$ cat src/verilog/convPkg.sv
package convPkg;

	////////////////////
	// Sizes
	////////////////////

	// Output samples per run
	localparam int convLength = 40;
	localparam int addrWidth = 8;
	localparam int memDepth = 256;
	// Left shift before the high half is taken
	localparam int scaleShift = 3;
	// Wide enough for the row and term counters
	localparam int countWidth = $clog2(convLength);

	// Saturation limits, Q15 and Q31
	localparam logic signed [15:0] sampleMin = 16'sh8000;
	localparam logic signed [31:0] accumMax = 32'sh7fff_ffff;
	localparam logic signed [31:0] accumMin = 32'sh8000_0000;

	////////////////////
	// Types
	////////////////////

	typedef logic [addrWidth-1:0] memAddr;
	typedef logic signed [15:0] sample;
	typedef logic signed [31:0] accum;

	// One host access, strobes last a single cycle
	typedef struct packed {
		logic writeEn;
		logic readEn;
		memAddr addr;
		sample data;
	} hostReq;

	// Vector base addresses
	typedef struct packed {
		memAddr xBase;
		memAddr hBase;
		memAddr yBase;
	} convConfig;

	typedef struct packed {
		logic writeEn;
		memAddr addr;
		sample data;
	} engineReq;

	typedef enum logic [2:0] {
		idle,
		nextRow,
		fetchX,
		fetchH,
		accumulate,
		scaleStart,
		scaleWait,
		store
	} convState;

endpackage

$ cat src/verilog/macUnit.sv
`timescale 1ns/10ps

module macUnit import convPkg::*; (
	input accum acc,
	input sample a,
	input sample b,
	output accum sum
);

	accum rawProduct;
	accum product;
	logic signed [32:0] wideSum;

	////////////////////
	// Doubled product
	////////////////////

	// Full 32-bit signed product of the two Q15 words
	always_comb
	begin
		rawProduct = a * b;
	end

	// Only min times min overflows when doubled
	always_comb
	begin
		if (a == sampleMin && b == sampleMin)
			product = accumMax;
		else
			product = rawProduct <<< 1;
	end

	////////////////////
	// Saturating add
	////////////////////

	always_comb
	begin
		wideSum = {acc[31], acc} + {product[31], product};
	end

	// Top two bits differ on overflow, bit 32 holds the true sign
	always_comb
	begin
		if (wideSum[32] != wideSum[31])
		begin
			if (wideSum[32])
				sum = accumMin;
			else
				sum = accumMax;
		end
		else
			sum = wideSum[31:0];
	end

endmodule

$ cat config.mk
export PLATFORM = sky130hd
export DESIGN_NAME = macUnit
export DESIGN_NICKNAME = d
export VERILOG_FILES = /design/src/verilog/convPkg.sv /design/src/verilog/macUnit.sv
export SDC_FILE = /design/constraint.sdc
export NUM_CORES = 1
export LEC_CHECK = 0
export ABC_CLOCK_PERIOD_IN_PS = 27300
export BUFFER_PORTS_ARGS = -buffer_cell sky130_fd_sc_hd__buf_4
export CORE_UTILIZATION = 43
export DETAILED_ROUTE_END_ITERATION = 16
export GPL_ROUTABILITY_DRIVEN = 1
export PLACE_DENSITY = 0.57
export SLEW_MARGIN = 30
export SYNTH_ARGS = -nofsm -noshare
export SYNTH_HDL_FRONTEND = slang
export SYNTH_SLANG_ARGS = --single-unit
$ cat constraint.sdc
create_clock -name vclk -period 27.3
set_input_delay 2.73 -clock vclk [all_inputs]
set_output_delay 2.73 -clock vclk [all_outputs]
set_load 0.02 [all_outputs]
== Word-level counts from Yosys, hierarchy flattened ==
Index checks and enable logic that the tools add are counted.

* Memories kept: 0
* Latch bits: 0
* Memory bits (read-only): 0
* Word-level logic and storage cells: 9
* Bits in registers: 0
* Output and inout port bits: 32
* Memory bits (writable): 0

* $lt $le $gt $ge: 0
* Divide/modulo/power cells: 0
* Add/sub/neg operators: 1
* Equal/unequal tests: 3
* Mux-type cells: 3
* Shift-type cells: 0
* $mul: 1
* Reductions and logical operators: 1
* Bitwise gates (word level): 0

{| class="wikitable"
|+ Operator list
! kind !! count
|-
| 2-to-1 mux 32 bit || 3
|-
| adder 32 x 32 -> 33 bit || 1
|-
| equality test 16 bit (second input constant) || 2
|-
| multiplier 16 x 16 -> 31 bit || 1
|-
| logical AND 1 bit || 1
|-
| inequality test 1 bit || 1
|}

== Logic depth before layout (Yosys ltp) ==
* Depth in word-level cells: 6
* Mapped depth: 34
* Depth with buffers taken out: 32

== Worst setup path after synthesis ==
OpenSTA, ideal clock, no wires.

* Path type: input to output
* Start point: input b[7]
* End point: output sum[5]
* Path buffers: 4
* Required time: 24.570 ns
* Slack: 14.387 ns
* Arrival: 10.183 ns
* Cell stages on the path: 33
* Cell sequence: clkbuf_1 > clkbuf_1 > nand2_1 > fa_1 > inv_1 > fa_1 > inv_1 > fa_1 > inv_1 > fa_1 > fa_1 > inv_1 > fa_1 > inv_1 > ha_1 > and4_1 > a221o_1 > o21ai_0 > nand2b_1 > a21oi_1 > o21ai_0 > mux2_2 > ha_1 > buf_2 > nand2_1 > nor3_1 > nand4_1 > a21oi_2 > nor3_2 > o21ai_2 > nor2_4 > buf_6 > a21oi_1

* Cells in the longest elaborated chain, start to end: 6

{| class="wikitable"
|+ RTL lines
! item !! RTL line !! source
|-
| start, declared || macUnit.sv:6 || <nowiki>input sample b,</nowiki>
|-
| branches (longest 2 deep; another with multiplier 16 x 16 -> 31 bit) || -- ||
|-
| 2-to-1 mux 32 bit (*) || macUnit.sv:27 || <nowiki>if (a == sampleMin && b == sampleMin)</nowiki>
|-
| adder 32 x 32 -> 33 bit (*) || macUnit.sv:39 || <nowiki>wideSum = {acc[31], acc} + {product[31], product};</nowiki>
|-
| 2-to-1 mux 32 bit / inequality test 1 bit (equally long branches) || macUnit.sv:47, macUnit.sv:45 ||
|-
| 2-to-1 mux 32 bit (*) || macUnit.sv:45 || <nowiki>if (wideSum[32] != wideSum[31])</nowiki>
|-
| end, declared || macUnit.sv:7 || <nowiki>output accum sum</nowiki>
|}

Every way passes the cells marked *.

== Worst setup path after layout ==
* Start point: input a[9]
* End point: output sum[30]

* Cells in the longest elaborated chain, start to end: 6

{| class="wikitable"
|+ RTL lines
! item !! RTL line !! source
|-
| start, declared || macUnit.sv:5 || <nowiki>input sample a,</nowiki>
|-
| branches (longest 2 deep; another with multiplier 16 x 16 -> 31 bit) || -- ||
|-
| 2-to-1 mux 32 bit (*) || macUnit.sv:27 ||
|-
| adder 32 x 32 -> 33 bit (*) || macUnit.sv:39 ||
|-
| 2-to-1 mux 32 bit / inequality test 1 bit (equally long branches) || macUnit.sv:47, macUnit.sv:45 ||
|-
| 2-to-1 mux 32 bit (*) || macUnit.sv:45 ||
|}

Marked as above.

==> flow_metrics.env <==
export IMPL_synthSimpleGateAreaFrac_pct=17.6
export IMPL_fin_nets=1869
export IMPL_syn_nets=1821
export IMPL_critical_path_arrival_ps=11050
export IMPL_drc=0
export IMPL_start_kind="primary input"
export IMPL_crit_top_cell="fa_1"
export IMPL_ctsHoldBuffers=0
export IMPL_routedWlPerCell_um=16.8
export IMPL_period_share_pct=50.5
export IMPL_initial_utilization_pct=44.1
export IMPL_hold_viol_final=0
export IMPL_finalCriticalPeriod_ps=13780
export IMPL_antenna_found_initial=0
export IMPL_path_class="in2out"
export IMPL_seqCellArea_um2=0
export IMPL_clock_buffers=0
export IMPL_rows=60
export IMPL_synthCells=1387
export IMPL_cpMaxStageDelayCell="nor2_4"
export IMPL_synth_distinct_cells=62
export IMPL_vias_per_cell=5.30
export IMPL_synth_mux_area_share_pct=0.189
export IMPL_cts_resized_gates=0
export IMPL_grt_pass1_wl_um=49700
export IMPL_synth_fa_ha_area_share_pct=55.5
export IMPL_firstDrtPassIters=5
export IMPL_drt_iter0_drc=375
export IMPL_die_area_um2=28400
export IMPL_status="finished clean"
export IMPL_hp_class="in2out"
export IMPL_grt_pass1_vias=9630
export IMPL_endpoint_kind="primary output"
export IMPL_overflow=0
export IMPL_port_buffers=96
export IMPL_synth_compound_area_share_pct=11.0
export IMPL_max_stage_delay_ps=650
export IMPL_setup_viol=0
export IMPL_n_antenna_cell=0
export IMPL_postCtsSetupBuffers=0
export IMPL_synth_avg_cell_area_um2=8.58
export IMPL_final_common_cell="inv_1"
export IMPL_rsz0062_at_grt="no"
export IMPL_die_height_um=168
export IMPL_synth_xor_area_share_pct=4.41
export IMPL_slew_limit_headroom_pct=46.4
export IMPL_drive_gt1_share_pct=9.42
export IMPL_max_cap_violations=0
export IMPL_synth_top_family_by_area="adder cells"
export IMPL_routed_wl_um=29900
export IMPL_worst_pin_slew_ps=803
export IMPL_grt_start_max_net_pins=29
export IMPL_place_congestion=0.893
export IMPL_seq_cells=0
export IMPL_timing_fmax_ghz=0.0726
export IMPL_path_max_fanout=26
export IMPL_coreArea_um2=27000
export IMPL_io_pins=96
export IMPL_yosysSeqAreaShare_pct=0
export IMPL_synth_area_um2=11900
export IMPL_yosys_warnings=0
export IMPL_via_count=9397
export IMPL_layout_common_cells="299 x inv_1, 257 x fa_1, 171 x nand2_1, 128 x and2_1, 113 x ha_1"
export IMPL_critical_path_required_ps=24570
export IMPL_ant_nets=0
export IMPL_setup_tns_ps=0
export IMPL_fillCellCount=2694
export IMPL_dpl_hpwl_um=25200
export IMPL_grt_usage_pct=22.0
export IMPL_syn_to_final_growth_pct=7.82
export IMPL_drv_slew=0
export IMPL_die_width_um=168
kinds of logic after synthesis:
family,Yosys count
buffers and inverters,351
xor gates and xnor gates,60
and+or+nand+nor,410
AOI/OAI and AO/OA,189
adders and majority gates,375
muxes,2
area by class of cell:
cell class	count	area (um^2)	area share, %
Multi-Input combinational cell	1036	10600	82.2
Inverter	300	1130	8.77
Timing Repair Buffer	97	728	5.67
Tap cell	341	427	3.32
routing by layer:
layer / share of wire (%) / GRT usage (%) / up-vias / routed length [um]
met5: 0 / 0 / - / 0
met4: 1.5 / 3.24 / 0 / 456
met3: 3.0 / 1.10 / 28 / 885
met2: 52 / 39.6 / 185 / 15600
met1: 43 / 29.6 / 4799 / 12900
li1: - / - / 4385 / -
Yosys cell counts (4+ instances only):
| master | count | share of area [%] |
|---|---|---|
| nor2_1 | 30 | 0.95 |
| nor4_1 | 11 | 0.58 |
| nor3_1 | 8 | 0.34 |
| a211o_1 | 9 | 0.66 |
| o21a_1 | 4 | 0.25 |
| a21oi_2 | 20 | 1.5 |
| and4_1 | 5 | 0.37 |
| nand3_1 | 7 | 0.29 |
| inv_1 | 299 | 9.4 |
| and3_1 | 4 | 0.21 |
| fa_1 | 257 | 43 |
| ha_1 | 113 | 12 |
| nand2_1 | 171 | 5.4 |
| buf_2 | 5 | 0.21 |
| o211ai_1 | 5 | 0.32 |
| a31oi_1 | 10 | 0.53 |
| and2_1 | 128 | 6.7 |
| o21bai_1 | 6 | 0.38 |
| a21oi_1 | 51 | 2.1 |
| clkbuf_1 | 42 | 1.3 |
| o21ai_0 | 31 | 1.3 |
| xnor2_1 | 36 | 2.6 |
| a21o_1 | 15 | 0.95 |
| a211oi_1 | 8 | 0.50 |
| or3_1 | 5 | 0.26 |
| nand4_1 | 7 | 0.37 |
| a21boi_0 | 5 | 0.32 |
| xor2_1 | 24 | 1.8 |
| maj3_1 | 5 | 0.42 |
| nand2b_1 | 18 | 0.95 |
final timing paths:
| kind | startpoint | cells after the start | to | slack, ps |
|---|---|---|---|---|
| max | a[9] | 30 | sum[30] | 13520 |
| min | acc[0] | 5 | sum[0] | 5940 |
metrics by stage:
| stage | cells | utilization (%) | setup slack [ps] | hold slack [ps] | cell area (um^2) |
|---|---|---|---|---|---|
| 5_1_grt | 1774 | 47.5 | 12960 | 6000 | 12800 |
| 6_report | 1774 | 47.5 | 13520 | 5940 | 12800 |
| 3_5_place_dp | 1774 | 47.5 | 13530 | 5940 | 12800 |
| 3_3_place_gp | 1774 | 47.5 | 13630 | 5940 | 12800 |
| 2_1_floorplan | 1387 | - | 14390 | 5840 | 11900 |
| 4_1_cts | 1774 | 47.5 | 13510 | 5940 | 12800 |
critical path: cells and delay by family:
kind | cells | cell delay [ps]
adders and majority gates | 8 | 3620
AOI/OAI and AO/OA | 9 | 2200
and+or+nand+nor | 6 | 1570
buffers and inverters | 6 | 600
muxes | 1 | 310
Power is not shown: default switching activity piles up to over one toggle a cycle in this logic, so the estimate is an artifact.
