### src/verilog/convPkg.sv
package convPkg;

	////////////////////
	// Sizes
	////////////////////

	// Output samples per run
	localparam int convLength = 40;
	localparam int addrWidth = 8;
	localparam int memDepth = 256;
	// Left shift before the high half is taken
	localparam int scaleShift = 3;
	// Wide enough for the row and term counters
	localparam int countWidth = $clog2(convLength);

	// Saturation limits, Q15 and Q31
	localparam logic signed [15:0] sampleMin = 16'sh8000;
	localparam logic signed [31:0] accumMax = 32'sh7fff_ffff;
	localparam logic signed [31:0] accumMin = 32'sh8000_0000;

	////////////////////
	// Types
	////////////////////

	typedef logic [addrWidth-1:0] memAddr;
	typedef logic signed [15:0] sample;
	typedef logic signed [31:0] accum;

	// One host access, strobes last a single cycle
	typedef struct packed {
		logic writeEn;
		logic readEn;
		memAddr addr;
		sample data;
	} hostReq;

	// Vector base addresses
	typedef struct packed {
		memAddr xBase;
		memAddr hBase;
		memAddr yBase;
	} convConfig;

	typedef struct packed {
		logic writeEn;
		memAddr addr;
		sample data;
	} engineReq;

	typedef enum logic [2:0] {
		idle,
		nextRow,
		fetchX,
		fetchH,
		accumulate,
		scaleStart,
		scaleWait,
		store
	} convState;

endpackage

### src/verilog/convolve.sv
`timescale 1ns/10ps

module convolve import convPkg::*; (
	input logic clk,
	input logic reset,
	input logic start,
	input convConfig cfg,
	output logic busy,
	output logic done,
	output engineReq engine,
	input sample memData,
	output accum macAcc,
	output sample macA,
	output sample macB,
	input accum macSum,
	output logic shiftStart,
	output accum shiftOperand,
	output logic [3:0] shiftCount,
	input accum shiftResult,
	input logic shiftDone
);

	convState state;
	logic [countWidth-1:0] n;
	logic [countWidth-1:0] i;
	accum acc;
	sample xSample;
	convConfig cfgReg;

	////////////////////
	// Arithmetic hookup
	////////////////////

	// x was latched in fetchH, h arrives from memory in accumulate
	assign macAcc = acc;
	assign macA = xSample;
	assign macB = memData;

	assign shiftStart = state == scaleStart;
	assign shiftOperand = acc;
	assign shiftCount = 4'(scaleShift);

	////////////////////
	// Memory requests
	////////////////////

	always_comb
	begin
		engine = '0;
		case (state)
			fetchX:
				engine.addr = cfgReg.xBase + memAddr'(i);
			// n is never below i, so the difference stays positive
			fetchH:
				engine.addr = cfgReg.hBase + memAddr'(n - i);
			store:
			begin
				engine.writeEn = 1'b1;
				engine.addr = cfgReg.yBase + memAddr'(n);
				engine.data = acc[31:16];
			end
			default:
				engine = '0;
		endcase
	end

	////////////////////
	// Sequencer
	////////////////////

	always_ff @(posedge clk)
	begin
		if (reset)
		begin
			state <= idle;
			busy <= 1'b0;
			done <= 1'b0;
			n <= '0;
			i <= '0;
			acc <= '0;
		end
		else
		begin
			done <= 1'b0;
			case (state)
				idle:
					if (start)
					begin
						busy <= 1'b1;
						n <= '0;
						state <= nextRow;
					end
				nextRow:
				begin
					acc <= '0;
					i <= '0;
					state <= fetchX;
				end
				fetchX:
					state <= fetchH;
				fetchH:
					state <= accumulate;
				accumulate:
				begin
					acc <= macSum;
					if (i == n)
						state <= scaleStart;
					else
					begin
						i <= i + 1'b1;
						state <= fetchX;
					end
				end
				scaleStart:
					state <= scaleWait;
				scaleWait:
					if (shiftDone)
					begin
						acc <= shiftResult;
						state <= store;
					end
				// Last row ends the run, done and busy change together
				store:
					if (n == countWidth'(convLength - 1))
					begin
						done <= 1'b1;
						busy <= 1'b0;
						state <= idle;
					end
					else
					begin
						n <= n + 1'b1;
						state <= nextRow;
					end
				default:
					state <= idle;
			endcase
		end
	end

	// Payload latches
	always_ff @(posedge clk)
	begin
		if (state == idle && start)
			cfgReg <= cfg;
		if (state == fetchH)
			xSample <= memData;
	end

endmodule

### config.mk
export PLATFORM = sky130hd
export DESIGN_NAME = convolve
export DESIGN_NICKNAME = d
export VERILOG_FILES = /design/src/verilog/convPkg.sv /design/src/verilog/convolve.sv
export SDC_FILE = /design/constraint.sdc
export NUM_CORES = 1
export LEC_CHECK = 0
export BUFFER_PORTS_ARGS = -buffer_cell sky130_fd_sc_hd__buf_2
export CORE_MARGIN = 10
export CORE_UTILIZATION = 45
export CTS_BUF_LIST = sky130_fd_sc_hd__clkbuf_16
export CTS_CLUSTER_SIZE = 16
export DETAILED_ROUTE_END_ITERATION = 12
export PLACE_DENSITY = 0.75
export RECOVER_POWER = 25
export SKIP_CTS_REPAIR_TIMING = 1
export SYNTH_ARGS = -nofsm -noshare
export SYNTH_HDL_FRONTEND = slang
export SYNTH_SLANG_ARGS = --single-unit
### constraint.sdc
create_clock -name clk -period 4.27 [get_ports clk]
set_input_delay 0.6405 -clock clk [delete_from_list [all_inputs] [get_ports clk]]
set_output_delay 0.6405 -clock clk [all_outputs]
set_load 0.02 [all_outputs]
-- Yosys cells after proc, flatten, opt, wreduce, memory -nomap -nowiden
Index checks and enable logic that the tools add are counted.
- register bits after elaboration: 89
- latch bits: 0
- memory bits (writable): 0
- ROM bits: 0
- input bits: 108
- output and inout bits: 128
- word-level logic and storage cells: 61
- memories: 0
- $add $sub $neg: 6
- $mul: 0
- divide/modulo/power cells: 0
- $lt $le $gt $ge: 0
- eq/ne operators: 14
- shift operators: 0
- multiplexer cells: 19
- bitwise gates (word level): 1
- reductions and logical operators: 11
- operators with widths (cell ; count):
    $pmux 32 s3 ; 1
    $mux 32 ; 1
    $pmux 3 s8 ; 1
    $pmux 6 s2 ; 2
    $pmux 8 s3 ; 1
    $mux 6 ; 3
    $add 8x6->8 ; 2
    $mux 16 ; 1
    $add 6x1->6 const B ; 2
    $eq 3x3->1 const B ; 4
    $ne 2x2->1 const B ; 5
    $mux 3 ; 3
    $add 8x8->8 ; 1
    $sub 6x6->7 ; 1
    $eq 3x2->1 const B ; 2
    $eq 6x6->1 ; 1
    $eq 6x6->1 const B ; 1
    $reduce_and 2->1 ; 3
    $reduce_and 3->1 ; 2
    $mux 1 ; 5
    $reduce_bool 2->1 ; 2
    $eq 3x1->1 const B ; 1
    $logic_not 3->1 ; 1
    $reduce_bool 3->1 ; 1
    4 further kinds ; 4

-- Depth between registers and ports, before layout
- depth in word-level cells: 3
- depth in mapped cells: 14
- gate-level depth less buffers: 14

-- Least setup slack after synthesis
OpenSTA, ideal clock, no wires.
- kind: register -> output
- from: reg i[1]
- to: out engine[23] (netlist name)
- arrival time: 2.974 ns
- required time: 3.629 ns
- path slack: 0.655 ns
- cell stages (with the launch flop): 13
- buffers on the path: 0
- path through: dfxtp_1 -> inv_1 -> ha_1 -> nor2b_1 -> o21ai_0 -> a21boi_0 -> or4b_1 -> nand3_1 -> ha_1 -> o21a_1 -> o21ai_0 -> xnor3_1 -> a221o_1
- RTL lines (what ; line ; text):
    from (decl) ; convolve.sv:25 ; logic [countWidth-1:0] i;
    from (signal assigned) ; convolve.sv:110 ; i <= i + 1'b1;
    to (decl) ; convolve.sv:10 ; output engineReq engine,

==> metrics.cfg <==
[job]
drv_cap=0

[pwr]
internal_power_mw=1.771
pwr-share-clk=0.376
power.leakage_nw=2.850
comb_power_share=0.213
switchingPower_mw=0.7500
p_total_mw=2.521
seq_power_share=0.411
peakVddDrop_mv=0.2100
swShare=0.2975
p_per_area_mw_per_mm2=391.7

[drt]
avgRoutedWirePerCell_um=17.61
avgViaCountPerCell=5.341
postRouteWirelength_um=15180
drt.antenna.violating_nets=0
drt_iter0_drc=227
dr_total_vias=4604
remaining_drc_errors=0
dr.pass1.iters=4

[finish]
fin_util=0.5662
fin_nets=854
stdcell_count=862
ff_latch_area_sq_mm=0.002187
fin_area_sq_mm=0.006437
layout-drive-gt1-share=0.3352
nFillCells=1029
multiInputGateArea_sq_mm=0.002474
final_common_cell=buf_2
diodes=0
synthToLayoutAreaGrowth_pct=23.89
final_cell_mix=204 x buf_2, 59 x nor2_1, 47 x dfxtp_1

[status]
status=finished, final reports clean

[sta]
rsz0062_at_grt=no
finalCritPeriodShare=0.9451
max_freq_ghz=0.2478
finalSetupViolations=0
max_slew_margin=0.1690
drv_slew=0
hold_violations=0
finalCriticalPeriod_ns=4.035
worstMarginPinSlew_ns=1.247
clock_skew_ns=0.003029

[synth]
yosys_register_bits=89
synth_top_area_share=0.2312
synth_xor_area_frac=0.03299
synthDistinctLibCells=58
ys_warn_count=0
syn_avg_cell_area_sq_um=9.605
synth_area_sq_mm=0.005196
ys_seq_area_frac=0.4199
synth_cells=541
synthMuxAreaShare=0.01397
synth_top_flop_cell=dfxtp_1
synth_compound_area_frac=0.1982
synthAdderAreaFrac=0.08283
synth_edf_count=40
synthSimpleGateAreaFrac=0.1404
synthTopCellsByArea=edfxtp_1 23%, dfxtp_1 19%, buf_4 7.5%, ha_1 6.7%, a211oi_1 6.1%
synth_top_cell_by_area=edfxtp_1
synth_top_family_by_area=compound AO/OA/AOI/OAI gates
async_reset_ff_frac=0

[grt]
grtUsageTotal=0.1775
grt_pass1_wl_um=23650
antenna_found_initial=1
grt_max_degree=65
grt_pass1_vias=4679
globalRouteOverflowTotal=0

[cts]
insertion_delay_ns=0.34
root_buffer=clkbuf_16
clock_path_buffers=2
cts_sinks=89
cts_buffers=9
htree_levels=3
path_clk_slew_ns=0.07
cts_tree=yes

[floorplanning]
die_area_sq_mm=0.01624
core-area_sq_mm=0.01137
fp.dieH_um=127.5
dieWidth_um=127.5
initial_core_util=0.4570
rows=39
num_io_pins=236

[worst_setup_path]
cp_top_family=compound AO/OA/AOI/OAI gates
arrival_ns=3.39
required_ns=3.63
crit_top_cell=o21ai_1
cp-end-kind=output pin
slowest_stage=or4b_1
crit_fanout=5
crit_buf_inv=2
slowest_delay_ns=0.48
crit_chain=inv_1, ha_1, nor2b_1, o21ai_1, a21boi_1, or4b_1, nand3_1, ha_4, o21a_1, o21ai_1, xnor3_1, a221o_1, buf_2
crit_path_start_kind=flip-flop
worstSetupPathType=reg2out

[placed_design]
gp_congestion=0.8973
dpl-instance-area_sq_mm=0.006095
dp.final_hpwl_um=11830
port_buffers=231
place_inst=846

[worst_hold_path]
min_path_type=in2reg

metal layers:
metal  wire length, um  part of all wire  vias to the layer above  track usage
met4               198             0.013                        2      0.05693
met1              6060              0.40                     2146       0.1976
met3              1193             0.079                       20      0.06038
met5                13           0.00086                        -            0
li1                  -                 -                     2254            -
met2              7712              0.51                      182       0.3107
power by group through the flow:
stage / combinational [mW] / sequential, mW / clock (mW)
2_1_floorplan: 0.348 / 1.10 / 0
4_1_cts: 0.545 / 1.04 / 0.967
3_5_place_dp: 0.544 / 1.05 / 0
6_report: 0.537 / 1.04 / 0.949
5_1_grt: 0.583 / 1.05 / 1.00
3_3_place_gp: 0.538 / 1.05 / 0
cell type report:
type,count,area share
Timing Repair Buffer,236,0.1802
Clock buffer,10,0.03887
Clock inverter,6,0.01691
Inverter,21,0.01224
Tap cell,143,0.02779
Sequential cell,89,0.3397
Multi-Input combinational cell,357,0.3843
sequential cells by signal, summed over array words and instances (netlist names):
signal  cells
cfgReg     24
busy        1
done        1
n           6
state       3
i           6
macA       16
macAcc     32
worst reg2reg max path: cells and delay by family, from the launching register on:
family | cells | cell delay (ns)
buffers and inverters | 1 | 0.26
DFF | 1 | 0.78
muxes | 1 | 0.27
and+or+nand+nor | 3 | 1.22
cell usage after synthesis, types with 4 or more instances:
cell,number
nand3_1,11
a21oi_1,17
dfxtp_1,49
nor2b_1,5
ha_1,28
edfxtp_1,40
o21ai_0,23
buf_2,11
xnor2_1,13
o21a_1,5
xor2_1,4
a21o_1,5
and2_1,17
nand2b_1,9
mux2i_1,5
a22oi_1,33
fa_1,4
clkbuf_1,12
buf_4,52
inv_1,19
nor2_1,61
a211oi_1,42
nor3_1,5
nand2_1,19
metrics by stage:
stage	worst slack [ns]	hold WS, ns	TNS [ns]
2_1_floorplan	0.6554	0.4748	0
3_3_place_gp	0.4259	0.4670	0
3_5_place_dp	0.2770	0.4768	0
4_1_cts	-0.09686	0.4596	-0.09686
5_1_grt	0.04468	0.4591	0
6_report	0.2345	0.4686	0
logic make-up after synthesis:
logic type	count (synthesis)
compound gates	148
xor+xnor	18
fa+ha+maj	32
buf+inv	97
flops	89
mux	7
other cells	2
simple gates	148
final timing paths:
path | startpoint | end | slack, ns | depth (start not counted)
min | cfg[1] | cfgReg[1] | 0.47 | 1
min reg2reg | busy | busy | 0.49 | 2
max reg2reg | state[2] | i[0] | 1.67 | 5
max | i[1] | engine[23] | 0.23 | 13
Note: power is estimated with default switching activity, not from simulation.
