===== src/verilog/convPkg.sv =====
package convPkg;

	////////////////////
	// Sizes
	////////////////////

	// Output samples per run
	localparam int convLength = 40;
	localparam int addrWidth = 8;
	localparam int memDepth = 256;
	// Left shift before the high half is taken
	localparam int scaleShift = 3;
	// Wide enough for the row and term counters
	localparam int countWidth = $clog2(convLength);

	// Saturation limits, Q15 and Q31
	localparam logic signed [15:0] sampleMin = 16'sh8000;
	localparam logic signed [31:0] accumMax = 32'sh7fff_ffff;
	localparam logic signed [31:0] accumMin = 32'sh8000_0000;

	////////////////////
	// Types
	////////////////////

	typedef logic [addrWidth-1:0] memAddr;
	typedef logic signed [15:0] sample;
	typedef logic signed [31:0] accum;

	// One host access, strobes last a single cycle
	typedef struct packed {
		logic writeEn;
		logic readEn;
		memAddr addr;
		sample data;
	} hostReq;

	// Vector base addresses
	typedef struct packed {
		memAddr xBase;
		memAddr hBase;
		memAddr yBase;
	} convConfig;

	typedef struct packed {
		logic writeEn;
		memAddr addr;
		sample data;
	} engineReq;

	typedef enum logic [2:0] {
		idle,
		nextRow,
		fetchX,
		fetchH,
		accumulate,
		scaleStart,
		scaleWait,
		store
	} convState;

endpackage


===== src/verilog/scratchMemory.sv =====
`timescale 1ns/10ps

module scratchMemory import convPkg::*; (
	input logic clk,
	input logic reset,
	input logic busy,
	input hostReq host,
	input engineReq engine,
	output sample readData,
	output logic readValid
);

	sample mem [memDepth];

	memAddr addr;
	logic writeEn;
	sample writeData;

	// Engine owns the array for the whole run
	always_comb
	begin
		if (busy)
		begin
			addr = engine.addr;
			writeEn = engine.writeEn;
			writeData = engine.data;
		end
		else
		begin
			addr = host.addr;
			writeEn = host.writeEn;
			writeData = host.data;
		end
	end

	always_ff @(posedge clk)
	begin
		if (writeEn)
			mem[addr] <= writeData;
		readData <= mem[addr];
	end

	always_ff @(posedge clk)
	begin
		if (reset)
			readValid <= 1'b0;
		else
			readValid <= host.readEn && !busy;
	end

endmodule


===== config.mk =====
export PLATFORM = sky130hd
export DESIGN_NAME = scratchMemory
export DESIGN_NICKNAME = d
export VERILOG_FILES = /design/src/verilog/convPkg.sv /design/src/verilog/scratchMemory.sv
export SDC_FILE = /design/constraint.sdc
export NUM_CORES = 2
export LEC_CHECK = 0
export ABC_AREA = 0
export BUFFER_PORTS_ARGS = -buffer_cell sky130_fd_sc_hd__buf_2
export CAP_MARGIN = 30
export CORE_ASPECT_RATIO = 2
export CORE_MARGIN = 2
export CORE_UTILIZATION = 68
export DETAILED_ROUTE_END_ITERATION = 6
export HOLD_SLACK_MARGIN = 0.12
export PLACE_DENSITY = 0.92
export SYNTH_ARGS = -nofsm -noshare
export SYNTH_HDL_FRONTEND = slang
export SYNTH_SLANG_ARGS = --single-unit

===== constraint.sdc =====
create_clock -name clk -period 11.2 [get_ports clk]
set_clock_uncertainty 0.15 [all_clocks]
set_input_delay 0.56 -clock clk [delete_from_list [all_inputs] [get_ports clk]]
set_output_delay 0.56 -clock clk [all_outputs]
set_load 0.02 [all_outputs]

==> results of run 1 <==
synth_stat cells, drive strengths merged, types with 5 or more instances:
library cell and n:
nand2 252, nor3 22, mux4 444, a21oi 98, clkbuf 203, nor2b 5
edfxtp 4096, dfxtp 17, nand4 81, a22oi 130, nand3 20, a41oi 15
nor2 258, o41ai 145, mux2i 1163, and4 16, o22ai 581, buf 268
mux2 18
logic make-up after synthesis:
family	count (synthesis)	share of synthesized area [%]
AOI/OAI and AO/OA	981	4.20
buffers and inverters	473	1.48
muxes	1625	13.9
and+or+nand+nor	670	1.87
DFF	4113	78.5
repair_timing:
action / CTS
setup buffers: 0
endpoints found under the hold margin: 1
hold buffers: 2
through the flow:
stage,cell area [um^2],worst slack [ns]
CTS,173000,5.20
detailed placement,163000,4.67
global placement,162000,4.07
floorplan,157000,7.16
==> impl_metrics.prom, run 1 <==
# TYPE chip_impl_metric gauge
chip_impl_metric{name="gp_congestion",unit=""} 0.961
chip_impl_info{name="status",value="aborted with a tool error"} 1
chip_impl_metric{name="cts_htree_levels",unit=""} 5
chip_impl_metric{name="clockBufferDepth",unit=""} 4
chip_impl_info{name="post_synth_main_area_contributors",value="sky130_fd_sc_hd__edfxtp_1, sky130_fd_sc_hd__mux2i_1, sky130_fd_sc_hd__mux4_2, sky130_fd_sc_hd__o22ai_1, sky130_fd_sc_hd__o41ai_1"} 1
chip_impl_metric{name="post_synth.cell_area_avg",unit="um^2"} 20.0
chip_impl_metric{name="antenna_found_initial",unit=""} 132
chip_impl_metric{name="netlist_area",unit="um^2"} 157000
chip_impl_metric{name="postSynthRegisterBits",unit=""} 4113
chip_impl_metric{name="synth_cell_type_count",unit=""} 40
chip_impl_metric{name="synth_cells",unit=""} 7862
chip_impl_metric{name="numPortBuffers",unit=""} 70
chip_impl_metric{name="ctsResizeCount",unit=""} 0
chip_impl_metric{name="cts_made_buffers",unit=""} 310
chip_impl_metric{name="synth_nets",unit=""} 7916
chip_impl_metric{name="post-synth-top-area-fraction",unit="%"} 78.3
chip_impl_metric{name="numPlacedInstances",unit=""} 10862
chip_impl_info{name="error",value="[ERROR GRT-0228] Horizontal edge usage exceeds the maximum allowed. (2, 10) usage=65535 limit=3200"} 1
chip_impl_info{name="synth_top_flop_cell",value="sky130_fd_sc_hd__edfxtp_1"} 1
chip_impl_info{name="haltStage",value="global routing (5_1_grt)"} 1
chip_impl_info{name="post-synth-top-area-cell",value="sky130_fd_sc_hd__edfxtp_1"} 1
chip_impl_metric{name="chipWidth",unit="um"} 344
chip_impl_metric{name="async_reset_ff_share",unit="%"} 0
chip_impl_metric{name="yosys_warnings",unit=""} 0
chip_impl_metric{name="die_h",unit="um"} 684
chip_impl_metric{name="synth_edf_count",unit=""} 4096
chip_impl_metric{name="cts_num_sinks",unit=""} 4113
chip_impl_info{name="clock_root_buffer",value="sky130_fd_sc_hd__clkbuf_16"} 1
chip_impl_metric{name="row_count",unit=""} 249
chip_impl_metric{name="place.detailed.hpwl",unit="um"} 277000
chip_impl_metric{name="starting_density_of_the_core",unit="%"} 68.3
chip_impl_metric{name="yosysSeqAreaShare",unit="%"} 78.5
chip_impl_metric{name="num_io_pins",unit=""} 71
chip_impl_metric{name="grt_start_max_net_pins",unit=""} 166
==> run 2: changes to the inputs <==
Settings changed: CORE_ASPECT_RATIO 2 to not set, CORE_UTILIZATION 68 to 40, HOLD_SLACK_MARGIN 0.12 to not set, PLACE_DENSITY 0.92 to not set, PLACE_DENSITY_LB_ADDON set to 0.15.
==> run 2 against run 1 <==
The run now ends clean. Synthesized area unchanged. Synthesized cell count unchanged.
==> impl_metrics.prom, run 2 <==
# TYPE chip_impl_metric gauge
chip_impl_info{name="status",value="completed"} 1
chip_impl_metric{name="cts_setup_buffers",unit=""} 0
chip_impl_info{name="setup.worst_path.start",value="busy"} 1
chip_impl_info{name="post_synth_main_area_contributors",value="sky130_fd_sc_hd__edfxtp_1, sky130_fd_sc_hd__mux2i_1, sky130_fd_sc_hd__mux4_2, sky130_fd_sc_hd__o22ai_1, sky130_fd_sc_hd__o41ai_1"} 1
chip_impl_metric{name="place.detailed.hpwl",unit="um"} 269000
chip_impl_metric{name="finalSetupViolCount",unit=""} 0
chip_impl_metric{name="synth_edf_count",unit=""} 4096
chip_impl_metric{name="drc",unit=""} 0
chip_impl_info{name="layout_common_cells",value="sky130_fd_sc_hd__edfxtp_1, sky130_fd_sc_hd__mux2i_1, sky130_fd_sc_hd__o22ai_1, sky130_fd_sc_hd__mux4_2, sky130_fd_sc_hd__clkbuf_16"} 1
chip_impl_metric{name="clock_power_share",unit="%"} 41.7
chip_impl_metric{name="die-area",unit="um^2"} 398000
chip_impl_metric{name="clockBufferDepth",unit=""} 4
chip_impl_metric{name="post-route-period-util",unit="%"} 51.0
chip_impl_metric{name="drt-total-wl",unit="um"} 456000
chip_impl_metric{name="fin_worst_hold_slack",unit="ns"} 0.0382
chip_impl_metric{name="maxClockFrequency",unit="MHz"} 175
chip_impl_metric{name="layout-area-overhead-vs-synth",unit="%"} 15.0
chip_impl_metric{name="yosysSeqAreaShare",unit="%"} 78.5
chip_impl_metric{name="gp_congestion",unit=""} 0.831
chip_impl_metric{name="worstPathArrival",unit="ns"} 6.44
chip_impl_metric{name="chipWidth",unit="um"} 631
chip_impl_metric{name="drtIter0Drc",unit=""} 9155
chip_impl_metric{name="numPortBuffers",unit=""} 70
chip_impl_metric{name="yosys_warnings",unit=""} 0
chip_impl_metric{name="num_vias",unit=""} 80115
chip_impl_metric{name="cp_data_required_time",unit="ns"} 11.93
chip_impl_info{name="hold_path.class",value="in2reg"} 1
chip_impl_metric{name="core_area",unit="um^2"} 392000
chip_impl_metric{name="viasPerCell",unit=""} 5.73
chip_impl_metric{name="num_io_pins",unit=""} 71
chip_impl_metric{name="setup_total_negative_slack",unit="ns"} 0
chip_impl_metric{name="grt_start_max_net_pins",unit=""} 141
chip_impl_metric{name="row_count",unit=""} 230
chip_impl_metric{name="clk_pin_slew_worst_paths",unit="ns"} 0.06
chip_impl_metric{name="die_h",unit="um"} 631
chip_impl_metric{name="worst_slew_margin_rel",unit="%"} 15.4
chip_impl_metric{name="async_reset_ff_share",unit="%"} 0
chip_impl_metric{name="clk-insertion-delay-late",unit="ns"} 1.00
chip_impl_metric{name="fin_crit",unit="ns"} 5.71
chip_impl_metric{name="synth_cell_type_count",unit=""} 40
chip_impl_metric{name="pwr-share-seq",unit="%"} 51.7
chip_impl_info{name="synth_commonest_cells",value="sky130_fd_sc_hd__edfxtp_1, sky130_fd_sc_hd__mux2i_1, sky130_fd_sc_hd__o22ai_1"} 1
chip_impl_metric{name="cts_num_sinks",unit=""} 4113
chip_impl_info{name="hold_start",value="host[6]"} 1
chip_impl_metric{name="grt_pass1_wl",unit="um"} 632000
chip_impl_metric{name="worst_margin_slew",unit="ns"} 1.27
chip_impl_metric{name="post-synth-top-area-fraction",unit="%"} 78.3
chip_impl_metric{name="postRouteAntennaNets",unit=""} 0
chip_impl_info{name="clock_root_buffer",value="sky130_fd_sc_hd__clkbuf_16"} 1
chip_impl_metric{name="power.combinational.fraction",unit="%"} 6.6
chip_impl_metric{name="starting_density_of_the_core",unit="%"} 40.1
chip_impl_metric{name="wl_per_cell",unit="um"} 32.6
chip_impl_info{name="reg.largest.list",value="mem (4096), readData (16), readValid (1)"} 1
chip_impl_metric{name="antenna_found_initial",unit=""} 43
chip_impl_info{name="worst_r2r_startpoint",value="mem[246][7]$_DFFE_PP_"} 1
chip_impl_metric{name="cts_made_buffers",unit=""} 434
chip_impl_metric{name="worst-path-max-fanout",unit=""} 51
chip_impl_info{name="synth_top_flop_cell",value="sky130_fd_sc_hd__edfxtp_1"} 1
chip_impl_metric{name="synth_nets",unit=""} 7916
chip_impl_metric{name="netlist_area",unit="um^2"} 157000
chip_impl_metric{name="cts_htree_levels",unit=""} 5
chip_impl_metric{name="internal_power",unit="mW"} 25.7
chip_impl_info{name="cell_with_the_most_instances_after_synthesis",value="sky130_fd_sc_hd__edfxtp_1"} 1
chip_impl_info{name="unrepaired_setup_endpoints_after_global_routing",value="false"} 1
chip_impl_info{name="post-synth-top-area-cell",value="sky130_fd_sc_hd__edfxtp_1"} 1
chip_impl_metric{name="timing.final.max_slew_violations",unit=""} 0
chip_impl_metric{name="globalRoute.totalOverflow",unit=""} 0
chip_impl_info{name="max_flop_register",value="mem"} 1
chip_impl_metric{name="final_util",unit="%"} 46.1
chip_impl_metric{name="largest_register_ffs",unit=""} 4096
chip_impl_metric{name="final_layout_size_suffix_gt1_share",unit="%"} 20.0
chip_impl_metric{name="total_switching_power",unit="mW"} 7.50
chip_impl_metric{name="layout.nets",unit=""} 8425
chip_impl_info{name="layout.cells.most_common",value="sky130_fd_sc_hd__edfxtp_1"} 1
chip_impl_metric{name="dr.pass1.iters",unit=""} 5
chip_impl_metric{name="postSynthRegisterBits",unit=""} 4113
chip_impl_info{name="timing.critical_path.from_type",value="primary input"} 1
chip_impl_info{name="cts_tree",value="done"} 1
chip_impl_metric{name="vdd.ir_drop.worst",unit="uV"} 136
chip_impl_metric{name="post_synth.cell_area_avg",unit="um^2"} 20.0
chip_impl_metric{name="max-cap-violations",unit=""} 0
chip_impl_metric{name="grtUsageTotal",unit="%"} 22.5
chip_impl_info{name="worst-setup-path-type",value="in2reg"} 1
chip_impl_metric{name="cellLeakagePower",unit="nW"} 58.9
chip_impl_metric{name="synth_cells",unit=""} 7862
chip_impl_info{name="critical_path.endpoint_type",value="flip-flop"} 1
chip_impl_metric{name="via_count_of_the_first_global_routing_pass",unit=""} 78642
chip_impl_metric{name="swShare",unit="%"} 22.6
chip_impl_metric{name="finalHoldViolCount",unit=""} 0
chip_impl_metric{name="p_per_area",unit="nW/um^2"} 184
-- run 2: cell counts after synthesis --
Identical to the previous run, type by type.
-- run 2: worst paths after layout --
kind / slack (ns) / depth (start not counted) / end
worst max-delay path: 5.49 / 10 / readData[15]$_DFF_P_
worst min-delay path: 0.04 / 2 / mem[133][6]$_DFFE_PP_
worst max register to register: 7.94 / 6 / readData[7]$_DFF_P_
worst min register to register: 0.82 / 5 / readData[7]$_DFF_P_
-- run 2: power groups by stage --
stage               Clock (mW)  Sequential [mW]  Combinational [mW]
floorplan                    0             17.5                1.21
global placement             0             17.5                2.15
detailed placement           0             17.5                2.20
CTS                       14.0             17.2                2.20
global route              14.6             17.2                2.30
finish                    13.8             17.2                2.20
-- run 2: cell type report --
class                           instances  area [um^2]
Timing Repair Buffer                  544         4700
Inverter                                2         7.51
Fill cell                           32647       211000
Tap cell                             5220         6530
Clock inverter                        235         2000
Antenna cell                           37         92.6
Sequential cell                      4113       123000
Multi-Input combinational cell       3276        32500
Clock buffer                          550        11500
-- run 2: metrics by stage --
stage | area (um^2) | instances | worst slack [ns] | power (mW)
6_report | 181000 | 13977 | 5.49 | 33.2
2_1_floorplan | 157000 | 7862 | 7.16 | 18.7
4_1_cts | 180000 | 13923 | 5.51 | 33.4
5_1_grt | 181000 | 13972 | 5.30 | 34.1
3_3_place_gp | 166000 | 13069 | 3.37 | 19.6
3_5_place_dp | 167000 | 13136 | 4.43 | 19.7
-- run 2: cell families (layout without fill, tap and decap cells) --
logic type	Yosys count	in the layout	share of synthesized area, %
other	0	37	0
flip-flops	4113	4113	78.5
AND/OR/NAND/NOR	670	670	1.87
AO/OA/AOI/OAI	981	981	4.20
buffers and inverters	473	1331	1.48
multiplexers	1625	1625	13.9
-- run 2: repair_timing --
action                    in CTS  in global routing
gates resized for setup        0                  0
hold buffers                   2                  0
hold endpoints to repair       1                  0
-- run 2: worst max-delay path, stage by stage --
cell,delay (ns)
sky130_fd_sc_hd__buf_4,0.63
sky130_fd_sc_hd__mux2_8,0.75
sky130_fd_sc_hd__buf_4,0.73
sky130_fd_sc_hd__buf_4,0.64
sky130_fd_sc_hd__buf_4,0.70
sky130_fd_sc_hd__mux2i_1,0.27
sky130_fd_sc_hd__o22ai_1,0.28
sky130_fd_sc_hd__o41ai_1,0.75
sky130_fd_sc_hd__nand4_1,0.52
sky130_fd_sc_hd__and4_1,0.37
-- run 2: metal layers --
layer	global-route usage, %	routed length [um]	vias up	part of all wire, %
met3	3.45	30600	504	6.7
li1	-	-	33679	-
met4	5.45	11700	2	2.6
met1	32.4	197000	43014	43
met5	0	13	-	0.0029
met2	36.0	216000	2916	47
(Power assumes the default switching activity.)
