[src/verilog/convPkg.sv]
package convPkg;

	////////////////////
	// Sizes
	////////////////////

	// Output samples per run
	localparam int convLength = 40;
	localparam int addrWidth = 8;
	localparam int memDepth = 256;
	// Left shift before the high half is taken
	localparam int scaleShift = 3;
	// Wide enough for the row and term counters
	localparam int countWidth = $clog2(convLength);

	// Saturation limits, Q15 and Q31
	localparam logic signed [15:0] sampleMin = 16'sh8000;
	localparam logic signed [31:0] accumMax = 32'sh7fff_ffff;
	localparam logic signed [31:0] accumMin = 32'sh8000_0000;

	////////////////////
	// Types
	////////////////////

	typedef logic [addrWidth-1:0] memAddr;
	typedef logic signed [15:0] sample;
	typedef logic signed [31:0] accum;

	// One host access, strobes last a single cycle
	typedef struct packed {
		logic writeEn;
		logic readEn;
		memAddr addr;
		sample data;
	} hostReq;

	// Vector base addresses
	typedef struct packed {
		memAddr xBase;
		memAddr hBase;
		memAddr yBase;
	} convConfig;

	typedef struct packed {
		logic writeEn;
		memAddr addr;
		sample data;
	} engineReq;

	typedef enum logic [2:0] {
		idle,
		nextRow,
		fetchX,
		fetchH,
		accumulate,
		scaleStart,
		scaleWait,
		store
	} convState;

endpackage

[src/verilog/shiftUnit.sv]
`timescale 1ns/10ps

module shiftUnit import convPkg::*; (
	input logic clk,
	input logic reset,
	input logic shiftStart,
	input accum operand,
	input logic [3:0] count,
	output accum result,
	output logic shiftDone
);

	accum value;
	logic [3:0] remaining;
	logic running;

	// One saturating shift step. Sign matches the original
	// value until the first clamp, and a clamped value stays put
	function automatic accum shiftStep(input accum v);
		if (v[31] != v[30])
			return v[31] ? accumMin : accumMax;
		return v <<< 1;
	endfunction

	assign result = value;

	// First step happens on the loading edge
	always_ff @(posedge clk)
	begin
		if (shiftStart && !running)
		begin
			if (count == 4'd0)
				value <= operand;
			else
				value <= shiftStep(operand);
		end
		else if (running)
			value <= shiftStep(value);
	end

	always_ff @(posedge clk)
	begin
		if (reset)
		begin
			running <= 1'b0;
			remaining <= 4'd0;
			shiftDone <= 1'b0;
		end
		else if (shiftStart && !running)
		begin
			running <= count > 4'd1;
			remaining <= (count == 4'd0) ? 4'd0 : count - 4'd1;
			shiftDone <= count <= 4'd1;
		end
		else if (running)
		begin
			remaining <= remaining - 4'd1;
			shiftDone <= remaining == 4'd1;
			running <= remaining != 4'd1;
		end
		else
			shiftDone <= 1'b0;
	end

endmodule
[config.mk]
export PLATFORM = sky130hd
export DESIGN_NAME = shiftUnit
export DESIGN_NICKNAME = d
export VERILOG_FILES = /design/src/verilog/convPkg.sv /design/src/verilog/shiftUnit.sv
export SDC_FILE = /design/constraint.sdc
export NUM_CORES = 1
export LEC_CHECK = 0
export BUFFER_PORTS_ARGS = -buffer_cell sky130_fd_sc_hd__buf_2
export CAP_MARGIN = 20
export CORE_MARGIN = 2
export CORE_UTILIZATION = 58
export CTS_BUF_LIST = sky130_fd_sc_hd__clkbuf_8
export DETAILED_ROUTE_END_ITERATION = 10
export HOLD_SLACK_MARGIN = 0.03
export PLACE_DENSITY_LB_ADDON = 0.2
export SLEW_MARGIN = 20
export SYNTH_ARGS = -nofsm -noshare
export SYNTH_HDL_FRONTEND = slang
export SYNTH_SLANG_ARGS = --single-unit
[constraint.sdc]
create_clock -name clk -period 4 [get_ports clk]
set_input_delay 0.4 -clock clk [delete_from_list [all_inputs] [get_ports clk]]
set_output_delay 0.4 -clock clk [all_outputs]
set_load 0.02 [all_outputs]
# Word-level counts from Yosys, hierarchy flattened
# Cells that the tools add are included.
[word_totals]
in_bits = 39
reg_bits = 38
word_cells = 38
output_inout_bits = 33
[op_classes]
n_addsub = 2
eq_ne = 4
n_mux = 22
n_reduce_logical = 4
order_cmp = 2
[ops]
columns = ["operator", "count"]
rows = [
  ["32-bit two-way mux", 9],
  ["4-bit two-way mux", 3],
  ["1-bit two-way mux", 10],
  ["4-bit by 1-bit subtractor with 4-bit output (second input constant)", 2],
  ["4-bit by 1-bit == test with 1-bit output (second input constant)", 1],
  ["4-bit by 1-bit > comparator with 1-bit output (second input constant)", 1],
  ["4-bit by 1-bit <= comparator with 1-bit output (second input constant)", 1],
  ["4-bit zero test", 1],
  ["4-bit by 1-bit != test with 1-bit output (second input constant)", 1],
  ["1-bit != test", 2],
  ["2-bit nonzero test", 1],
  ["1-bit logical AND", 1],
  ["1-bit zero test", 1],
]

# Longest topological paths before layout
# Gate-level depths: netlist of the first run.
[depth]
ltp_word = 7
ltp_mapped = 6
ltp_nobuf = 5

# Worst setup path after synthesis of the first run
# OpenSTA, ideal clock, no wires.
[synth_path]
path_kind = "reg2reg"
from = "register running"
to = "register value[0], in the netlist result[0] (enable)"
t_required_ns = 3.614
synth_period_minus_slack_ns = 1.727
arrival_ns = 1.341
setup_slack_ns = 2.273
path_stages_with_launch = 4
setup_ns = 0.386
n_path_buf = 1
cell_sequence = "dfxtp_1 -> clkbuf_1 -> nor2_1 -> inv_1"
[synth_between]
elab_chain_cells = 3
[synth_rtl]
columns = ["element", "line_no", "text"]
rows = [
  ["start: declaration", "shiftUnit.sv:15", "logic running;"],
  ["start signal: assignment", "shiftUnit.sv:51", "running <= count > 4'd1;"],
  ["1-bit zero test", "shiftUnit.sv:30", "if (shiftStart && !running)"],
  ["1-bit logical AND", "shiftUnit.sv:30", ""],
  ["2-bit nonzero test (no line) *", "n/a", ""],
  ["end signal: assignment", "shiftUnit.sv:33", "value <= operand;"],
  ["end signal: assignment", "shiftUnit.sv:35", "value <= shiftStep(operand);"],
  ["end signal: assignment", "shiftUnit.sv:38", "value <= shiftStep(value);"],
  ["end: declaration", "shiftUnit.sv:13", "accum value;"],
]
# Mark *: on every way between the ends. The rest lies on a longest branch, timed or not.
# A chain may end at the register's enable or synchronous reset.

# Final worst setup path of the first run
[layout_path]
from = "register running"
to = "register value[14], in the netlist result[14], data pin"
[layout_between]
elab_chain_cells = 3
[layout_rtl]
columns = ["element", "line_no"]
rows = [
  ["1-bit zero test", "shiftUnit.sv:30"],
  ["1-bit logical AND", "shiftUnit.sv:30"],
  ["32-bit two-way mux", "shiftUnit.sv:30"],
]
# No other way between the ends.

==> run_summary.xml, run 1 <==
<?xml version="1.0" encoding="UTF-8"?>
<metrics>
  <group name="status">
    <metric name="status" unit="">finished, final reports clean</metric>
  </group>
  <group name="floorplan">
    <metric name="core_area" unit="mm2">0.004029</metric>
    <metric name="dieArea" unit="mm2">0.004780</metric>
    <metric name="floorplan.initialDensity" unit="">0.6109</metric>
    <metric name="num_rows" unit="">23</metric>
    <metric name="chipWidth" unit="um">69.14</metric>
    <metric name="floorplan.io_pins" unit="">72</metric>
    <metric name="vertical_extent_of_the_die" unit="um">69.14</metric>
  </group>
  <group name="sta">
    <metric name="worstMarginPinSlew" unit="ns">1.063</metric>
    <metric name="finClkSkew" unit="ns">0.009936</metric>
    <metric name="drv_slew" unit="">0</metric>
    <metric name="final.min_clock_period" unit="ns">2.110</metric>
    <metric name="layout_worst_path_cycle_share" unit="">0.5275</metric>
    <metric name="setup_viol" unit="">0</metric>
    <metric name="fin_tns_setup" unit="ns">0</metric>
    <metric name="max-slew-margin-rel" unit="">0.2916</metric>
    <metric name="max_clock_freq" unit="MHz">473.9</metric>
    <metric name="final.hold.worst_slack" unit="ns">0.3495</metric>
    <metric name="final_hold_violations" unit="">0</metric>
    <metric name="grt_setup_unrepaired" unit="">false</metric>
  </group>
  <group name="placement">
    <metric name="placement.io_buffers" unit="">71</metric>
    <metric name="gpl.final_weighted_congestion" unit="">0.8273</metric>
    <metric name="detailedPlacementHpwl" unit="um">3856</metric>
  </group>
  <group name="cells_and_area">
    <metric name="diodes" unit="">0</metric>
    <metric name="nets" unit="">377</metric>
    <metric name="layout-drive-gt1-share" unit="">0.2659</metric>
    <metric name="area.growth.synth_to_final" unit="%">17.54</metric>
  </group>
  <group name="clock_network">
    <metric name="tritoncts" unit="">done</metric>
    <metric name="cts_root_buffer" unit="">sky130_fd_sc_hd__clkbuf_8</metric>
    <metric name="clock_path_buffers" unit="">2</metric>
    <metric name="clock_insertion_delay_worst_skew" unit="ns">0.30</metric>
    <metric name="post_cts_resize_count" unit="">0</metric>
    <metric name="cts-htree-levels" unit="">2</metric>
    <metric name="tritoncts.num_buffers" unit="">5</metric>
    <metric name="clk_pin_slew_worst_paths" unit="ns">0.07</metric>
    <metric name="post_cts_hold_buffer_count" unit="">0</metric>
    <metric name="postCtsSetupRepairBufs" unit="">0</metric>
    <metric name="cts.sink_count" unit="">38</metric>
  </group>
  <group name="pwr">
    <metric name="total_leakage_power" unit="nW">1.143</metric>
    <metric name="power.density_cell_area" unit="mW/mm2">505.6</metric>
    <metric name="ir_worst_vdd" unit="uV">202.1</metric>
  </group>
  <group name="yosys">
    <metric name="synth_commonest_cells" unit="">35 x sky130_fd_sc_hd__nand2_1, 33 x sky130_fd_sc_hd__a31oi_1, 33 x sky130_fd_sc_hd__nand2b_1</metric>
    <metric name="ys_top_cells_by_area" unit="">sky130_fd_sc_hd__edfxtp_1 39%, sky130_fd_sc_hd__a211oi_1 9.2%, sky130_fd_sc_hd__a31oi_1 8.4%</metric>
    <metric name="synth_edf_count" unit="">32</metric>
    <metric name="synth_sequential_area_ratio" unit="">0.4392</metric>
    <metric name="synthArstFlopShare" unit="">0</metric>
    <metric name="cell_area_synth" unit="mm2">0.002461</metric>
    <metric name="most_numerous_cell_in_the_yosys_netlist" unit="">sky130_fd_sc_hd__nand2_1</metric>
    <metric name="synth.largest_area_cell" unit="">sky130_fd_sc_hd__edfxtp_1</metric>
    <metric name="yosys_most_used_dff" unit="">sky130_fd_sc_hd__edfxtp_1</metric>
    <metric name="post-synth-top-area-fraction" unit="">0.3904</metric>
    <metric name="postSynthRegisterBits" unit="">38</metric>
    <metric name="synth.avg_cell_area" unit="um2">8.982</metric>
    <metric name="postSynthNetCount" unit="">320</metric>
    <metric name="yosys_warnings" unit="">0</metric>
    <metric name="synth_cells" unit="">274</metric>
    <metric name="post_synth_num_cell_types" unit="">31</metric>
  </group>
  <group name="routing">
    <metric name="routed_wire_length_per_instance" unit="um">16.01</metric>
    <metric name="drt_iter0_markers" unit="">325</metric>
    <metric name="viasPerCell" unit="">6.118</metric>
    <metric name="firstDrtPassIters" unit="">5</metric>
    <metric name="drc_violations_left" unit="">0</metric>
    <metric name="routed_wl" unit="um">6100</metric>
    <metric name="num_vias" unit="">2331</metric>
    <metric name="route.antenna.remaining_nets" unit="">0</metric>
  </group>
  <group name="worst_setup_path">
    <metric name="path_delay_family" unit="">simple AND/OR/NAND/NOR gates</metric>
    <metric name="crit_slowest_cell" unit="">sky130_fd_sc_hd__nor2b_4</metric>
    <metric name="setup.worst_path.start_class" unit="">flip-flop</metric>
    <metric name="worst_ep_required_time" unit="ns">4.11</metric>
    <metric name="critPathArrivalTime" unit="ns">2.22</metric>
    <metric name="critPathCaptureType" unit="">flip-flop</metric>
    <metric name="critical_path.max_fanout" unit="">34</metric>
    <metric name="critical_path.n_buffers_inverters" unit="">1</metric>
    <metric name="cp_cell_sequence" unit="">nor2b_4 -&gt; buf_4 -&gt; a211oi_1 -&gt; a31oi_1</metric>
    <metric name="critical-path-max-stage-delay" unit="ns">0.66</metric>
    <metric name="setup.worst_path.class" unit="">reg2reg</metric>
  </group>
  <group name="global_routing">
    <metric name="grt_pass1_vias" unit="">2222</metric>
    <metric name="grt_max_degree" unit="">35</metric>
    <metric name="grt.overflow.total" unit="">0</metric>
    <metric name="antenna_found_initial" unit="">0</metric>
    <metric name="grt_overall_usage" unit="">0.2591</metric>
    <metric name="first_pass_grt_wire_length" unit="um">10210</metric>
  </group>
  <group name="min_path">
    <metric name="hold_crit_path_type" unit="">in2reg</metric>
  </group>
  <group name="run">
    <metric name="max_cap_violations" unit="">0</metric>
  </group>
</metrics>
## layout by cell type, fill, tap and decap left out, types with 3 or more instances in the layout
| cell type | synthesis | layout |
|---|---|---|
| sky130_fd_sc_hd__ha_1 | 7 | 7 |
| sky130_fd_sc_hd__o21ai_0 | 5 | 5 |
| sky130_fd_sc_hd__a211oi_1 | 30 | 30 |
| sky130_fd_sc_hd__buf_4 | 0 | 6 |
| sky130_fd_sc_hd__nand2_1 | 35 | 35 |
| sky130_fd_sc_hd__nand2b_1 | 33 | 32 |
| sky130_fd_sc_hd__a31oi_1 | 33 | 33 |
| sky130_fd_sc_hd__buf_2 | 6 | 71 |
| sky130_fd_sc_hd__nor2_1 | 5 | 4 |
| sky130_fd_sc_hd__clkbuf_8 | 0 | 5 |
| sky130_fd_sc_hd__inv_1 | 7 | 7 |
| sky130_fd_sc_hd__edfxtp_1 | 32 | 32 |
| sky130_fd_sc_hd__nand3_1 | 30 | 30 |
| sky130_fd_sc_hd__nor3_1 | 3 | 3 |
| sky130_fd_sc_hd__dfxtp_1 | 6 | 6 |
## final timing paths
check	start	to	slack, ns	cells after the start
min reg2reg	remaining[3]	remaining[3]	0.52	2
max reg2reg	running	result[14]	1.89	4
min	reset	remaining[0]	0.35	2
max	running	result[14]	1.89	4
## worst reg2reg max path, delay by kind of cell, from the launching register on
family / cells / cell delay [ns]
compound gates: 2 / 0.36
flops: 1 / 0.45
simple gates: 1 / 0.66
buf+inv: 1 / 0.47
## logic make-up (layout without fill, tap and decap cells)
logic type | after synthesis | in the layout | synth area share
buffers and inverters | 34 | 91 | 0.06406
AOI/OAI and AO/OA | 77 | 77 | 0.2120
adders and majority gates | 7 | 7 | 0.03559
and+or+nand+nor | 117 | 117 | 0.2456
DFF | 38 | 38 | 0.4392
xor gates and xnor gates | 1 | 1 | 0.003559
## report_power, final
group | total [W] | leakage (nW) | switching (W) | internal (W)
Clock | 0.000256 | 0.0438 | 0.000139 | 0.000117
Combinational | 0.000587 | 0.736 | 0.000377 | 0.000210
Sequential | 0.000619 | 0.364 | 0.0000571 | 0.000562
## area by class of cell
type / instances / area [um2]
timing repair buffer: 77 / 400.4
sequential: 38 / 1081
fill: 323 / 1136
clock inverter: 2 / 10.01
multi-input combinational: 202 / 1244
clock buffer: 5 / 68.82
inverter: 7 / 26.28
tap: 50 / 62.56
## metrics by stage
step           setup WS, ns  cells    util  power [W]  instance area [um2]
3_3_place_gp          1.731    374  0.6978   0.001192                 2811
6_report              1.890    381  0.7180   0.001462                 2893
4_1_cts               1.885    381  0.7174   0.001460                 2890
3_5_place_dp          1.678    374  0.6978   0.001205                 2811
5_1_grt               1.818    381  0.7180   0.001539                 2893
2_1_floorplan         2.273    274       -   0.001020                 2461
## flip-flops by register name (all words and copies together), names as in the netlist
| signal | flops |
|---|---|
| running | 1 |
| remaining | 4 |
| result | 32 |
| shiftDone | 1 |
## routing by layer
layer	global-route usage	vias to the layer above	routed length [um]	share of wire
li1	-	1137	-	-
met1	0.3444	1094	2669	0.44
met2	0.4348	94	2962	0.49
met3	0.04971	6	390	0.064
met4	0.06754	0	78	0.013
met5	0	-	0	0
Note: power is estimated with default switching activity, not from simulation.
==> run 2, diff against run 1 <==
--- a/config.mk
+++ b/config.mk
@@ -8,7 +8,7 @@
 export BUFFER_PORTS_ARGS = -buffer_cell sky130_fd_sc_hd__buf_2
 export CAP_MARGIN = 20
 export CORE_MARGIN = 2
-export CORE_UTILIZATION = 58
+export CORE_UTILIZATION = 49
 export CTS_BUF_LIST = sky130_fd_sc_hd__clkbuf_8
 export DETAILED_ROUTE_END_ITERATION = 10
 export HOLD_SLACK_MARGIN = 0.03
==> constraint.sdc (replaced) <==
create_clock -name clk -period 1.8 [get_ports clk]
set_input_delay 0.18 -clock clk [delete_from_list [all_inputs] [get_ports clk]]
set_output_delay 0.18 -clock clk [all_outputs]
set_load 0.02 [all_outputs]
==> run 2 against run 1 <==
  * Utilization shrank 8.2 points
  * Sequential cell count is the same
  * Combinational power grew 140%
  * Via count shrank 0.34%
  * Hold slack lost 0.22 ns
  * Wire length shrank 3.8%
  * Largest cell class unchanged
==> run_summary.xml, run 2 (synthesis results as in run 1) <==
<?xml version="1.0" encoding="UTF-8"?>
<metrics>
  <group name="floorplan">
    <metric name="num_rows" unit="">25</metric>
    <metric name="core_area" unit="mm2">0.004786</metric>
    <metric name="chipWidth" unit="um">74.87</metric>
    <metric name="floorplan.io_pins" unit="">72</metric>
    <metric name="floorplan.initialDensity" unit="">0.5142</metric>
    <metric name="vertical_extent_of_the_die" unit="um">74.87</metric>
    <metric name="dieArea" unit="mm2">0.005606</metric>
  </group>
  <group name="min_path">
    <metric name="hold_crit_path_type" unit="">in2reg</metric>
  </group>
  <group name="placement">
    <metric name="detailedPlacementHpwl" unit="um">3819</metric>
    <metric name="placement.io_buffers" unit="">71</metric>
    <metric name="area_post_placement" unit="mm2">0.002928</metric>
    <metric name="gpl.final_weighted_congestion" unit="">0.8655</metric>
  </group>
  <group name="cells_and_area">
    <metric name="layout-drive-gt1-share" unit="">0.2765</metric>
    <metric name="layout_commonest_cell" unit="">sky130_fd_sc_hd__buf_2</metric>
    <metric name="regArea" unit="mm2">0.001081</metric>
    <metric name="final_cell_area" unit="mm2">0.003045</metric>
    <metric name="largest_register_ff_count" unit="">32</metric>
    <metric name="diodes" unit="">0</metric>
    <metric name="n_fill_cell" unit="">432</metric>
    <metric name="most-common-layout-cells" unit="">71 x sky130_fd_sc_hd__buf_2, 35 x sky130_fd_sc_hd__nand2_1, 33 x sky130_fd_sc_hd__nand2b_1, 33 x sky130_fd_sc_hd__a31oi_1, 32 x sky130_fd_sc_hd__edfxtp_1</metric>
    <metric name="area.growth.synth_to_final" unit="%">23.74</metric>
    <metric name="nets" unit="">385</metric>
    <metric name="layout.core_utilization" unit="">0.6363</metric>
    <metric name="multi_input_area" unit="mm2">0.001246</metric>
  </group>
  <group name="sta">
    <metric name="finClkSkew" unit="ns">0.008638</metric>
    <metric name="max-slew-margin-rel" unit="">0.6983</metric>
    <metric name="grt_setup_unrepaired" unit="">false</metric>
    <metric name="max_clock_freq" unit="MHz">614.2</metric>
    <metric name="setup_viol" unit="">0</metric>
    <metric name="layout_worst_path_cycle_share" unit="">0.9045</metric>
    <metric name="final.min_clock_period" unit="ns">1.628</metric>
    <metric name="worstMarginPinSlew" unit="ns">0.4519</metric>
    <metric name="final_hold_violations" unit="">0</metric>
    <metric name="drv_slew" unit="">0</metric>
  </group>
  <group name="pwr">
    <metric name="ir_worst_vdd" unit="uV">509.9</metric>
    <metric name="power.density_cell_area" unit="mW/mm2">1101</metric>
    <metric name="total_leakage_power" unit="nW">1.212</metric>
  </group>
  <group name="worst_setup_path">
    <metric name="critical_path.max_fanout" unit="">31</metric>
    <metric name="setup.worst_path.class" unit="">reg2reg</metric>
    <metric name="worst_ep_required_time" unit="ns">1.83</metric>
    <metric name="critPathArrivalTime" unit="ns">1.66</metric>
    <metric name="setup.worst_path.start_class" unit="">flip-flop</metric>
    <metric name="critPathCaptureType" unit="">flip-flop</metric>
  </group>
  <group name="clock_network">
    <metric name="tritoncts.num_buffers" unit="">5</metric>
    <metric name="tritoncts" unit="">done</metric>
    <metric name="clock_path_buffers" unit="">2</metric>
    <metric name="clock_insertion_delay_worst_skew" unit="ns">0.29</metric>
    <metric name="cts.sink_count" unit="">38</metric>
    <metric name="clk_pin_slew_worst_paths" unit="ns">0.08</metric>
    <metric name="cts-htree-levels" unit="">2</metric>
    <metric name="cts_root_buffer" unit="">sky130_fd_sc_hd__clkbuf_8</metric>
  </group>
  <group name="routing">
    <metric name="drc_violations_left" unit="">0</metric>
    <metric name="drt_iter0_markers" unit="">242</metric>
    <metric name="firstDrtPassIters" unit="">5</metric>
    <metric name="viasPerCell" unit="">5.708</metric>
    <metric name="routed_wl" unit="um">5869</metric>
    <metric name="num_vias" unit="">2323</metric>
    <metric name="routed_wire_length_per_instance" unit="um">14.42</metric>
    <metric name="route.antenna.remaining_nets" unit="">0</metric>
  </group>
  <group name="run">
    <metric name="max_cap_violations" unit="">0</metric>
  </group>
  <group name="global_routing">
    <metric name="antenna_found_initial" unit="">0</metric>
    <metric name="first_pass_grt_wire_length" unit="um">9259</metric>
    <metric name="grt_max_degree" unit="">37</metric>
    <metric name="grt.overflow.total" unit="">0</metric>
    <metric name="grt_overall_usage" unit="">0.2142</metric>
    <metric name="grt_pass1_vias" unit="">1966</metric>
  </group>
  <group name="status">
    <metric name="status" unit="">finished, final reports clean</metric>
  </group>
</metrics>
==> run 2: final timing paths <==
path                start           end  slack [ns]  cells past startpoint
max            result[30]    result[30]        0.17                      4
min reg2reg  remaining[3]  remaining[3]        0.52                      2
min                 reset  remaining[1]        0.13                      2
max reg2reg    result[30]    result[30]        0.17                      4
==> run 2: final cells by class <==
cell class | instances | share of cell area
inverter | 7 | 0.008628
multi-input combinational | 202 | 0.4092
sequential | 38 | 0.3550
clock inverter | 2 | 0.002465
tap | 67 | 0.02753
clock buffer | 6 | 0.02712
timing repair buffer | 85 | 0.1701
==> run 2: through the flow <==
stage | hold slack, ns | setup TNS (ns) | worst slack (ns) | power [W] | std cells
detailed placement | 0.4321 | -1.155 | -0.1178 | 0.002721 | 396
global route | 0.1323 | 0 | 0.02959 | 0.003547 | 407
floorplan | 0.2491 | 0 | 0.07293 | 0.002267 | 274
global placement | 0.4295 | -6.511 | -0.2630 | 0.002684 | 395
finish | 0.1260 | 0 | 0.1719 | 0.003352 | 407
CTS | 0.1219 | 0 | 0.07802 | 0.003329 | 404
==> run 2: where the power goes <==
part | internal [W] | switching, W | total, W | leakage, nW
clock network | 0.000301 | 0.000298 | 0.000599 | 0.0538
registers | 0.00125 | 0.000121 | 0.00137 | 0.364
logic | 0.000544 | 0.000840 | 0.00138 | 0.795
==> run 2: per-layer routing <==
metal / up-vias / routed length (um) / track usage
met2: 86 / 2755 / 0.3372
met1: 1074 / 2667 / 0.3009
met3: 8 / 376 / 0.04552
li1: 1155 / - / -
met4: 0 / 70 / 0.05754
met5: - / 0 / 0
==> run 2: repair_timing <==
action / 4_1_cts / 5_1_grt
hold endpoints to repair: 0 / 0
buffers inserted: 0 / 3
pin swaps: 0 / 1
hold buffers: 0 / 0
gates resized for setup: 1 / 0
endpoints found under the setup margin: 15 / 3
==> run 2: worst max-delay path: stages, from the launching register on <==
cell and delay (ns):
sky130_fd_sc_hd__edfxtp_1 0.40, sky130_fd_sc_hd__ha_1 0.36, sky130_fd_sc_hd__buf_4 0.26, sky130_fd_sc_hd__a211oi_1 0.26, sky130_fd_sc_hd__a31oi_1 0.08
